`src/hdl/irq_pkg.sv`:
```
// Interrupt and sleep controller package: constants, CSR and retire structs, state enums
`default_nettype none

package irq_pkg;

  // --------------------------------------------------------------------
  // Constants
  // --------------------------------------------------------------------
  localparam int unsigned NUM_IRQ = 32;

  // Implemented lines are 31..16, 11, 7 and 3
  localparam logic [31:0] VALID_IRQ_MASK = 32'hffff_0888;

  // Sleep instruction encodings seen at writeback
  localparam logic [31:0] WFI_INSTR = 32'h1050_0073;
  localparam logic [31:0] WFE_INSTR = 32'h8c00_0073;

  // Positions of MIE and MPIE inside mstatus
  localparam int unsigned MSTATUS_MIE_BIT  = 3;
  localparam int unsigned MSTATUS_MPIE_BIT = 7;

  // --------------------------------------------------------------------
  // Types
  // --------------------------------------------------------------------
  typedef logic [NUM_IRQ-1:0] irq_vec_t;
  typedef logic [4:0]         irq_id_t;

  // Only two CSRs are reachable through the write port
  typedef enum logic {
    CSR_MIE     = 1'b0,
    CSR_MSTATUS = 1'b1
  } csr_addr_e;

  typedef struct packed {
    logic        we;
    csr_addr_e   addr;
    logic [31:0] data;
  } csr_wr_t;

  // Writeback stage view of one retiring instruction
  typedef struct packed {
    logic        valid;
    logic [31:0] rdata;
    logic        err;
    logic        killed;
  } retire_t;

  typedef struct packed {
    logic    ack;
    irq_id_t id;
  } irq_ack_t;

  typedef enum logic [1:0] {
    SLEEP_NONE = 2'd0,
    SLEEP_WFI  = 2'd1,
    SLEEP_WFE  = 2'd2
  } sleep_op_e;

  typedef enum logic [1:0] {
    ST_RUN   = 2'd0,
    ST_DRAIN = 2'd1,
    ST_SLEEP = 2'd2
  } sleep_state_e;

endpackage

`default_nettype wire

```
`src/hdl/irq_pending.sv`:
```
// Pending register sampling the external interrupt lines with reserved lines cleared
`timescale 1ns/10ps
`default_nettype none

module irq_pending (
  input  wire                clk_i,
  input  wire                rst_ni,
  // Raw external interrupt levels
  input  irq_pkg::irq_vec_t  irq_i,
  // Registered pending vector, mip
  output irq_pkg::irq_vec_t  mip_o
);

  // --------------------------------------------------------------------
  // Pending register
  // --------------------------------------------------------------------
  irq_pkg::irq_vec_t mip_q;
  irq_pkg::irq_vec_t irq_masked;

  // Lines that do not exist never reach the pending register
  assign irq_masked = irq_i & irq_pkg::irq_vec_t'(irq_pkg::VALID_IRQ_MASK);

  // One cycle of latency from irq_i to mip
  always_ff @(posedge clk_i or negedge rst_ni) begin
    if (!rst_ni) begin
      mip_q <= '0;
    end else begin
      mip_q <= irq_masked;
    end
  end

  assign mip_o = mip_q;

endmodule

`default_nettype wire

```
`src/hdl/irq_csr.sv`:
```
// Interrupt CSR block: mie register and the mstatus MIE/MPIE bits
`timescale 1ns/10ps
`default_nettype none

module irq_csr (
  input  wire                clk_i,
  input  wire                rst_ni,
  // Software write port
  input  irq_pkg::csr_wr_t   csr_wr_i,
  // Return from trap, restores MIE from MPIE
  input  wire                mret_i,
  // Interrupt taken this cycle
  input  wire                take_i,
  output irq_pkg::irq_vec_t  mie_o,
  output wire                mstatus_mie_o
);

  // --------------------------------------------------------------------
  // Write decode
  // --------------------------------------------------------------------
  logic wr_mie;
  logic wr_mstatus;

  assign wr_mie     = csr_wr_i.we && (csr_wr_i.addr == irq_pkg::CSR_MIE);
  assign wr_mstatus = csr_wr_i.we && (csr_wr_i.addr == irq_pkg::CSR_MSTATUS);

  // --------------------------------------------------------------------
  // mie register
  // --------------------------------------------------------------------
  irq_pkg::irq_vec_t mie_q;

  // Reserved enable bits read back as zero
  always_ff @(posedge clk_i or negedge rst_ni) begin
    if (!rst_ni) begin
      mie_q <= '0;
    end else if (wr_mie) begin
      mie_q <= irq_pkg::irq_vec_t'(csr_wr_i.data & irq_pkg::VALID_IRQ_MASK);
    end
  end

  // --------------------------------------------------------------------
  // mstatus MIE and MPIE
  // --------------------------------------------------------------------
  logic mie_bit_q;
  logic mpie_bit_q;

  // Priority: take, then mret, then software write
  always_ff @(posedge clk_i or negedge rst_ni) begin
    if (!rst_ni) begin
      mie_bit_q  <= 1'b0;
      mpie_bit_q <= 1'b0;
    end else if (take_i) begin
      // Save the enable and mask further interrupts
      mpie_bit_q <= mie_bit_q;
      mie_bit_q  <= 1'b0;
    end else if (mret_i) begin
      mie_bit_q  <= mpie_bit_q;
      mpie_bit_q <= 1'b1;
    end else if (wr_mstatus) begin
      mie_bit_q  <= csr_wr_i.data[irq_pkg::MSTATUS_MIE_BIT];
      mpie_bit_q <= csr_wr_i.data[irq_pkg::MSTATUS_MPIE_BIT];
    end
  end

  assign mie_o         = mie_q;
  assign mstatus_mie_o = mie_bit_q;

endmodule

`default_nettype wire

```
`src/hdl/irq_prio_arb.sv`:
```
// Fixed-priority interrupt arbiter with take strobe and registered acknowledge
`timescale 1ns/10ps
`default_nettype none

module irq_prio_arb (
  input  wire                clk_i,
  input  wire                rst_ni,
  input  irq_pkg::irq_vec_t  mip_i,
  input  irq_pkg::irq_vec_t  mie_i,
  // mstatus.MIE
  input  wire                global_en_i,
  // Combinational, same cycle as the winner
  output wire                take_o,
  // Any enabled line pending, global enable ignored
  output wire                wake_pending_o,
  output irq_pkg::irq_ack_t  irq_ack_o
);

  // --------------------------------------------------------------------
  // Winner selection
  // --------------------------------------------------------------------
  irq_pkg::irq_vec_t pend_en;
  irq_pkg::irq_id_t  win_id;
  logic              win_valid;

  assign pend_en = mip_i & mie_i;

  // Lowest priority is checked first so later hits override it
  // Order from high to low: 31..16, 11, 3, 7
  always_comb begin
    win_valid = 1'b0;
    win_id    = '0;
    if (pend_en[7]) begin
      win_valid = 1'b1;
      win_id    = 5'd7;
    end
    if (pend_en[3]) begin
      win_valid = 1'b1;
      win_id    = 5'd3;
    end
    if (pend_en[11]) begin
      win_valid = 1'b1;
      win_id    = 5'd11;
    end
    for (int i = 16; i < irq_pkg::NUM_IRQ; i++) begin
      if (pend_en[i]) begin
        win_valid = 1'b1;
        win_id    = irq_pkg::irq_id_t'(i);
      end
    end
  end

  assign take_o         = win_valid && global_en_i;
  assign wake_pending_o = |pend_en;

  // --------------------------------------------------------------------
  // Acknowledge register
  // --------------------------------------------------------------------
  irq_pkg::irq_ack_t ack_q;

  // Single-cycle pulse since MIE drops at the take edge
  always_ff @(posedge clk_i or negedge rst_ni) begin
    if (!rst_ni) begin
      ack_q <= '0;
    end else begin
      ack_q.ack <= take_o;
      if (take_o) begin
        ack_q.id <= win_id;
      end
    end
  end

  assign irq_ack_o = ack_q;

endmodule

`default_nettype wire

```
`src/hdl/wfi_sleep_ctrl.sv`:
```
// Sleep controller: WFI/WFE decode at writeback and the run/drain/sleep FSM
`timescale 1ns/10ps
`default_nettype none

module wfi_sleep_ctrl #(
  parameter int unsigned OUTSTANDING_W = 2
) (
  input  wire                      clk_i,
  input  wire                      rst_ni,
  input  irq_pkg::retire_t         retire_i,
  // Pipeline drain status
  input  wire [OUTSTANDING_W-1:0]  alignbuf_outstanding_i,
  input  wire                      lsu_busy_i,
  // Wake sources
  input  wire                      wake_pending_i,
  input  wire                      debug_req_i,
  input  wire                      wfe_event_i,
  output wire                      core_sleep_o
);

  // --------------------------------------------------------------------
  // Instruction decode
  // --------------------------------------------------------------------
  irq_pkg::sleep_op_e sleep_op;
  logic               retire_ok;

  // Faulted or flushed instructions do not count as retired
  assign retire_ok = retire_i.valid && !retire_i.err && !retire_i.killed;

  always_comb begin
    sleep_op = irq_pkg::SLEEP_NONE;
    if (retire_ok && (retire_i.rdata == irq_pkg::WFI_INSTR)) begin
      sleep_op = irq_pkg::SLEEP_WFI;
    end else if (retire_ok && (retire_i.rdata == irq_pkg::WFE_INSTR)) begin
      sleep_op = irq_pkg::SLEEP_WFE;
    end
  end

  // --------------------------------------------------------------------
  // Sleep FSM
  // --------------------------------------------------------------------
  irq_pkg::sleep_state_e state_q;
  irq_pkg::sleep_state_e state_d;
  logic                  is_wfe_q;
  logic                  wake;
  logic                  drained;

  // Event input only counts for WFE
  assign wake    = wake_pending_i || debug_req_i || (wfe_event_i && is_wfe_q);
  assign drained = (alignbuf_outstanding_i == '0) && !lsu_busy_i;

  always_comb begin
    state_d = state_q;
    case (state_q)
      irq_pkg::ST_RUN: begin
        if (sleep_op != irq_pkg::SLEEP_NONE) begin
          state_d = irq_pkg::ST_DRAIN;
        end
      end
      irq_pkg::ST_DRAIN: begin
        // Wake has priority over entering sleep
        if (wake) begin
          state_d = irq_pkg::ST_RUN;
        end else if (drained) begin
          state_d = irq_pkg::ST_SLEEP;
        end
      end
      irq_pkg::ST_SLEEP: begin
        if (wake) begin
          state_d = irq_pkg::ST_RUN;
        end
      end
      default: state_d = irq_pkg::ST_RUN;
    endcase
  end

  always_ff @(posedge clk_i or negedge rst_ni) begin
    if (!rst_ni) begin
      state_q  <= irq_pkg::ST_RUN;
      is_wfe_q <= 1'b0;
    end else begin
      state_q <= state_d;
      // Remember which instruction started this sleep
      if ((state_q == irq_pkg::ST_RUN) && (sleep_op != irq_pkg::SLEEP_NONE)) begin
        is_wfe_q <= (sleep_op == irq_pkg::SLEEP_WFE);
      end
    end
  end

  assign core_sleep_o = (state_q == irq_pkg::ST_SLEEP);

endmodule

`default_nettype wire

```
`src/hdl/irq_wfi_top.sv`:
```
// Top level of the interrupt controller and sleep controller
`timescale 1ns/10ps
`default_nettype none

module irq_wfi_top #(
  parameter int unsigned OUTSTANDING_W = 2
) (
  input  wire                      clk_i,
  input  wire                      rst_ni,
  // Interrupt lines and software control
  input  irq_pkg::irq_vec_t        irq_i,
  input  irq_pkg::csr_wr_t         csr_wr_i,
  input  wire                      mret_i,
  // Writeback and pipeline status
  input  irq_pkg::retire_t         retire_i,
  input  wire [OUTSTANDING_W-1:0]  alignbuf_outstanding_i,
  input  wire                      lsu_busy_i,
  input  wire                      debug_req_i,
  input  wire                      wfe_event_i,
  // Outputs
  output irq_pkg::irq_ack_t        irq_ack_o,
  output irq_pkg::irq_vec_t        mip_o,
  output wire                      mstatus_mie_o,
  output wire                      core_sleep_o
);

  // --------------------------------------------------------------------
  // Internal nets
  // --------------------------------------------------------------------
  irq_pkg::irq_vec_t mie;
  logic              take;
  logic              wake_pending;

  irq_pending u_irq_pending (
    .clk_i  (clk_i),
    .rst_ni (rst_ni),
    .irq_i  (irq_i),
    .mip_o  (mip_o)
  );

  irq_csr u_irq_csr (
    .clk_i         (clk_i),
    .rst_ni        (rst_ni),
    .csr_wr_i      (csr_wr_i),
    .mret_i        (mret_i),
    .take_i        (take),
    .mie_o         (mie),
    .mstatus_mie_o (mstatus_mie_o)
  );

  irq_prio_arb u_irq_prio_arb (
    .clk_i          (clk_i),
    .rst_ni         (rst_ni),
    .mip_i          (mip_o),
    .mie_i          (mie),
    .global_en_i    (mstatus_mie_o),
    .take_o         (take),
    .wake_pending_o (wake_pending),
    .irq_ack_o      (irq_ack_o)
  );

  wfi_sleep_ctrl #(
    .OUTSTANDING_W (OUTSTANDING_W)
  ) u_wfi_sleep_ctrl (
    .clk_i                  (clk_i),
    .rst_ni                 (rst_ni),
    .retire_i               (retire_i),
    .alignbuf_outstanding_i (alignbuf_outstanding_i),
    .lsu_busy_i             (lsu_busy_i),
    .wake_pending_i         (wake_pending),
    .debug_req_i            (debug_req_i),
    .wfe_event_i            (wfe_event_i),
    .core_sleep_o           (core_sleep_o)
  );

endmodule

`default_nettype wire

```
`config.mk`:
```
export PLATFORM = sky130hd
export DESIGN_NAME = irq_wfi_top
export DESIGN_NICKNAME = d
export VERILOG_FILES = /design/src/hdl/irq_pkg.sv /design/src/hdl/irq_pending.sv /design/src/hdl/irq_csr.sv /design/src/hdl/irq_prio_arb.sv /design/src/hdl/wfi_sleep_ctrl.sv /design/src/hdl/irq_wfi_top.sv
export SDC_FILE = /design/constraint.sdc
export NUM_CORES = 1
export LEC_CHECK = 0
export BUFFER_PORTS_ARGS = -buffer_cell sky130_fd_sc_hd__buf_2
export CAP_MARGIN = 10
export CORE_MARGIN = 5
export CORE_UTILIZATION = 39
export DETAILED_ROUTE_END_ITERATION = 8
export GPL_TIMING_DRIVEN = 0
export HOLD_SLACK_MARGIN = 0.03
export PLACE_DENSITY = 0.84
export SLEW_MARGIN = 30
export SYNTH_ARGS = -nofsm -noshare
export SYNTH_HDL_FRONTEND = slang
export SYNTH_HIERARCHICAL = 1
export SYNTH_SLANG_ARGS = --single-unit
```
`constraint.sdc`:
```
create_clock -name clk_i -period 2.1 [get_ports clk_i]
set_input_delay 0.21 -clock clk_i [delete_from_list [all_inputs] [get_ports clk_i]]
set_output_delay 0.21 -clock clk_i [all_outputs]
set_load 0.02 [all_outputs]
```
## Word level (Yosys, flattened, before mapping)

Cells that the tools add are included.
W data, S select, Z words.

| word-level totals | value |
|---|---|
| output and inout port bits | 40 |
| word-level logic and storage cells | 90 |
| register bits after elaboration | 49 |

| cells by class | value |
|---|---|
| eq/ne operators | 8 |
| bitwise gates (word level) | 2 |
| reductions and logical operators | 21 |
| muxes and demuxes | 51 |

Operators with widths:

| cell | count |
|---|---|
| $mux W5 | 18 |
| $and A32 B32 Y32 | 1 |
| $eq A32 B29 Y1 const B | 1 |
| $eq A32 B32 Y1 const B | 1 |
| $reduce_or A32 Y1 | 1 |
| $mux W1 | 25 |
| $mux W2 | 6 |
| $logic_and A1 B1 Y1 | 10 |
| $pmux W2 S3 | 1 |
| $eq A2 B2 Y1 const B | 2 |
| $logic_not A2 Y1 | 2 |
| $ne A2 B1 Y1 const B | 2 |
| $logic_not A1 Y1 | 3 |
| $mux W3 | 1 |
| $ne A3 B1 Y1 const B | 1 |
| $reduce_and A3 Y1 | 1 |
| $reduce_bool A3 Y1 | 1 |
| $eq A2 B1 Y1 const B | 1 |
| $logic_or A1 B1 Y1 | 2 |
| $reduce_bool A2 Y1 | 1 |
| $not A1 Y1 | 1 |

## Depth between registers and ports, before layout

| logic depth | value |
|---|---|
| depth after elaboration | 22 |
| depth in mapped cells | 7 |
| gate-level depth less buffers | 7 |

## Modules after synthesis

The synthesis kept the hierarchy.

Modules (own cells, without submodules):

| module | cells an instance | area each (µm²) | sequential area each (µm²) | times used |
|---|---|---|---|---|
| irq_csr | 65 | 974.7 | 525.5 | 1 |
| irq_prio_arb | 72 | 679.4 | 150.1 | 1 |
| irq_pending | 33 | 576.8 | 475.5 | 1 |
| wfi_sleep_ctrl | 27 | 269.0 | 75.1 | 1 |

## Worst setup path before layout

Ideal clock, no wire load.

| timing | value |
|---|---|
| path kind | register to register |
| start point | register u_irq_pending.mip_q[30], in the netlist u_irq_pending/mip_o[30] |
| end point | register u_wfi_sleep_ctrl.state_q[0] |
| setup time | 0.064 ns |
| clock period less this slack | 2.172 ns |
| path buffers | 0 |
| arrival time | 2.107 ns |
| cell stages (with the launch flop) | 7 |
| data required time | 2.036 ns |
| setup slack | -0.072 ns |
| cell sequence | dfrtp_1 -> a22oi_4 -> nand4_4 -> or2_1 -> or4_1 -> a2111oi_0 -> a21o_1 |

| on the way | value |
|---|---|
| longest elaborated chain between the ends | 6 |
| elaborated cells on any way between the ends | 9 |
| those cells by class | 2 x eq/ne; 2 x mux; 1 x bitwise; 4 x reduce/logical |

RTL lines:

| what | RTL line | text |
|---|---|---|
| start, declared | irq_pending.sv:17 | `irq_pkg::irq_vec_t mip_q;` |
| start signal, assigned | irq_pending.sv:28 | `mip_q <= irq_masked;` |
| $and A32 B32 Y32 (*) | irq_prio_arb.sv:26 | `assign pend_en = mip_i & mie_i;` |
| $reduce_or A32 Y1 (*) | irq_prio_arb.sv:54 | `assign wake_pending_o = \|pend_en;` |
| net wake_pending | irq_wfi_top.sv:32 | `logic wake_pending;` |
| $logic_or A1 B1 Y1 (*) (2 in series) | wfi_sleep_ctrl.sv:49 | `assign wake = wake_pending_i \|\| debug_req_i \|\| (wfe_event_i && is_wfe_q);` |
| $ne A3 B1 Y1 (no line) (tied with other cells) | n/a |  |
| $reduce_and A3 Y1 (no line) / $pmux W2 S3 (equally long branches) | n/a |  |
| end signal, assigned | wfi_sleep_ctrl.sv:79 | `state_q <= irq_pkg::ST_RUN;` |
| end signal, assigned | wfi_sleep_ctrl.sv:82 | `state_q <= state_d;` |
| end, declared | wfi_sleep_ctrl.sv:42 | `irq_pkg::sleep_state_e state_q;` |

Mark *: on every way through the listed nets, which the timed path passes. The rest lies on a longest branch.
A chain may end at the register's enable or synchronous reset.

## Worst setup path after layout

| timing | value |
|---|---|
| start point | register u_irq_pending.mip_q[27], in the netlist u_irq_pending/mip_o[27] |
| end point | register u_wfi_sleep_ctrl.state_q[0] |

Same word-level chain as after synthesis.

==> qor.txt <==
outcome - complete, but fails checks
failing checks - negative setup slack
Die W - 90.1 um
Finished Cell Area - 3730 sq um
cell area power density - 732 nW/um^2
share of the synthesized area in the top cell type - 49.0%
setup violators final - 1
final cell count without fillers - 454
Pwr Total - 2.73 mW
RSZ-0062 raised after global routing - true
vias in the first global route - 2347
Top Ports - 149
critical path class - flip-flop to flip-flop
Routed Wire Length - 6740 um
most common cell after layout, fill and taps aside - buf_2
share of post-route cells with drive strength above 1 - 58.1%
Sink Count - 49
worst vdd ir - 524 uV
full die area - 8110 sq um
Max clock buf depth - 2
Synth Instances - 197
Crit path required time - 2.35 ns
area leader, netlist - dfrtp_1
initial antenna violation count - 0
setup TNS - -0.000125 ns
Max Cap Viol - 0
DP Cell Count - 407
RD Place Congestion - 0.737
DP Area - 3260 sq um
Worst EP arrival - 2.35 ns
Leak - 1.85 nW
Vias/cell - 4.79
final hold violation count - 0
initial core utilization - 39.8%
PnR worst setup slack - -0.000125 ns
total inserted antenna cells - 0
DRT iter0 DRCs - 58
Layout area overhead - 49.1%
CTS buffer count - 5
worst rel slew slack - 60.6%
first-pass GRT wire length - 10900 um
chip height - 90.1 um
register area share after synthesis - 49.0%
synth warn - 6
Tmin final - 2.10 ns
Distinct cells, synth - 55
CTS root buf - clkbuf_8
clk_lat worst skew - 0.31 ns
# DRC - 0
Core Rows - 29
ys async rst share - 100%
fin nets - 485
TritonCTS clock tree - built
most frequent cells in the layout - 108 x buf_2, 46 x buf_4, 33 x dfrtp_1, 26 x conb_1, 20 x dlygate4sd3_1
pin count of the biggest net entering global routing - 50
Worst Hold Class - input pin to flip-flop
synth top area cells - dfrtp_1 49%, buf_4 7.8%, mux2_4 6.0%
Global Route Usage Sum - 16.5%
type of origin of the critical path - flip-flop
Routed WL per cell - 14.9 um
Post-synth EDFFs - 0
Max Clock Skew - 0.00417 ns
Port Buf Inserts - 109
Final HPWL DP - 5030 um
f_max - 476 MHz
core area - 6280 sq um
mapped cell area - 2500 sq um
critical path endpoint category - flip-flop
worst hold slack - 0.112 ns
ys flop type - dfrtp_1
Routed Antenna Nets - 0
clock slew at reported path FFs - 0.08 ns
#FFs+latches synth - 49
Syn Area/Cell - 12.7 sq um
Worst Tran Pin Value - 0.592 ns
total number of vias - 2173
final-report max-slew violation count - 0
crit-path max FO - 3
Final Cycle Share - 100%
H-tree depth - 2
DR pass1 iterations - 4
overflow left after global routing - 0
power by group:
group / internal (mW) / switching [mW] / total [mW]
clock network: 0.298 / 0.313 / 0.611
logic: 0.451 / 0.440 / 0.891
registers: 1.09 / 0.134 / 1.23
final cells by class:
cell class              instances  area, sq um
fillers                       518         2550
clock inverters                 1         5.00
inverters                       2         7.51
multi-input cells             142         1160
flip-flops and latches         49         1250
well taps                      77         96.3
repair buffers                148          891
clock buffers                   7         96.3
plain buffers                  28          226
state kept, by name, summed over array words and instances, names as in the netlist:
register                   count
u_irq_pending/mip_o           19
u_irq_csr/mpie_bit_q           1
u_irq_csr/mie_o               19
u_wfi_sleep_ctrl/is_wfe_q      1
u_irq_csr/mstatus_mie_o        1
u_wfi_sleep_ctrl/state_q       2
u_irq_prio_arb/irq_ack_o       6
cell families after synthesis:
group | count (synthesis) | share of synthesized area, %
simple gates | 50 | 13.1
flops | 49 | 49.0
compound gates | 45 | 17.3
buf+inv | 30 | 9.36
mux | 21 | 10.9
other cells | 2 | 0.300
metrics by stage:
step | setup slack (ns) | util, %
finish | -0.000125 | 59.4
detailed placement | -0.122 | 51.9
floorplan | 0.0211 | -
CTS | 0.00231 | 58.3
global route | -0.0873 | 59.4
global placement | -0.0514 | 51.9
routing by layer:
layer	vias to the layer above	wire (um)	global-route usage (%)
met4	0	90	6.45
met1	1015	2600	18.3
met2	92	3410	28.6
li1	1057	-	-
met5	-	0	0
met3	9	640	5.93
worst paths after layout:
check                                                  startpoint                                       to  slack [ns]  depth (start not counted)
worst max-delay path            u_irq_pending/mip_o[27]$_DFF_PN0_  u_wfi_sleep_ctrl/state_q[0]$_DFFE_PN0P_     -0.0001                          6
worst min-delay path                                  debug_req_i  u_wfi_sleep_ctrl/state_q[1]$_DFFE_PN0P_        0.11                          2
worst max register to register  u_irq_pending/mip_o[27]$_DFF_PN0_  u_wfi_sleep_ctrl/state_q[0]$_DFFE_PN0P_     -0.0001                          6
worst min register to register   u_irq_csr/mpie_bit_q$_DFFE_PN0P_         u_irq_csr/mpie_bit_q$_DFFE_PN0P_        0.49                          2
max in group asynchronous                                  rst_ni        u_irq_pending/mip_o[22]$_DFF_PN0_        1.22                          2
min in group asynchronous                                  rst_ni          u_irq_csr/mie_o[24]$_DFFE_PN0P_        0.45                          2
synth_stat cells (2+ instances only):
library cell / number
a2111oi_0: 2
a211oi_1: 2
a21oi_1: 2
a22o_1: 2
a22oi_1: 7
a22oi_2: 5
a22oi_4: 4
a31oi_1: 2
a32oi_1: 2
and2_1: 2
buf_4: 26
conb_1: 2
dfrtp_1: 49
mux2_2: 9
mux2_4: 10
nand2_1: 16
nand3_1: 5
nand4_1: 3
nor2_1: 2
nor2b_1: 2
nor3_1: 3
nor4_1: 3
o21ai_0: 2
o21ai_1: 3
o31ai_1: 2
critical path: stages (launching register included):
cell	delay [ns]
dfrtp_2	0.44
a22oi_4	0.24
nand4_4	0.13
or2_1	0.26
or4_4	0.55
a2111oi_4	0.27
a21o_1	0.15
timing repair:
action                                 in CTS  in global routing
setup buffers                              12                  7
pin swaps                                   9                  6
endpoints found under the hold margin      68                  0
hold buffers                               20                  0
resized for setup                           3                  1
setup endpoints to repair                   3                  4
(Power assumes the default switching activity.)
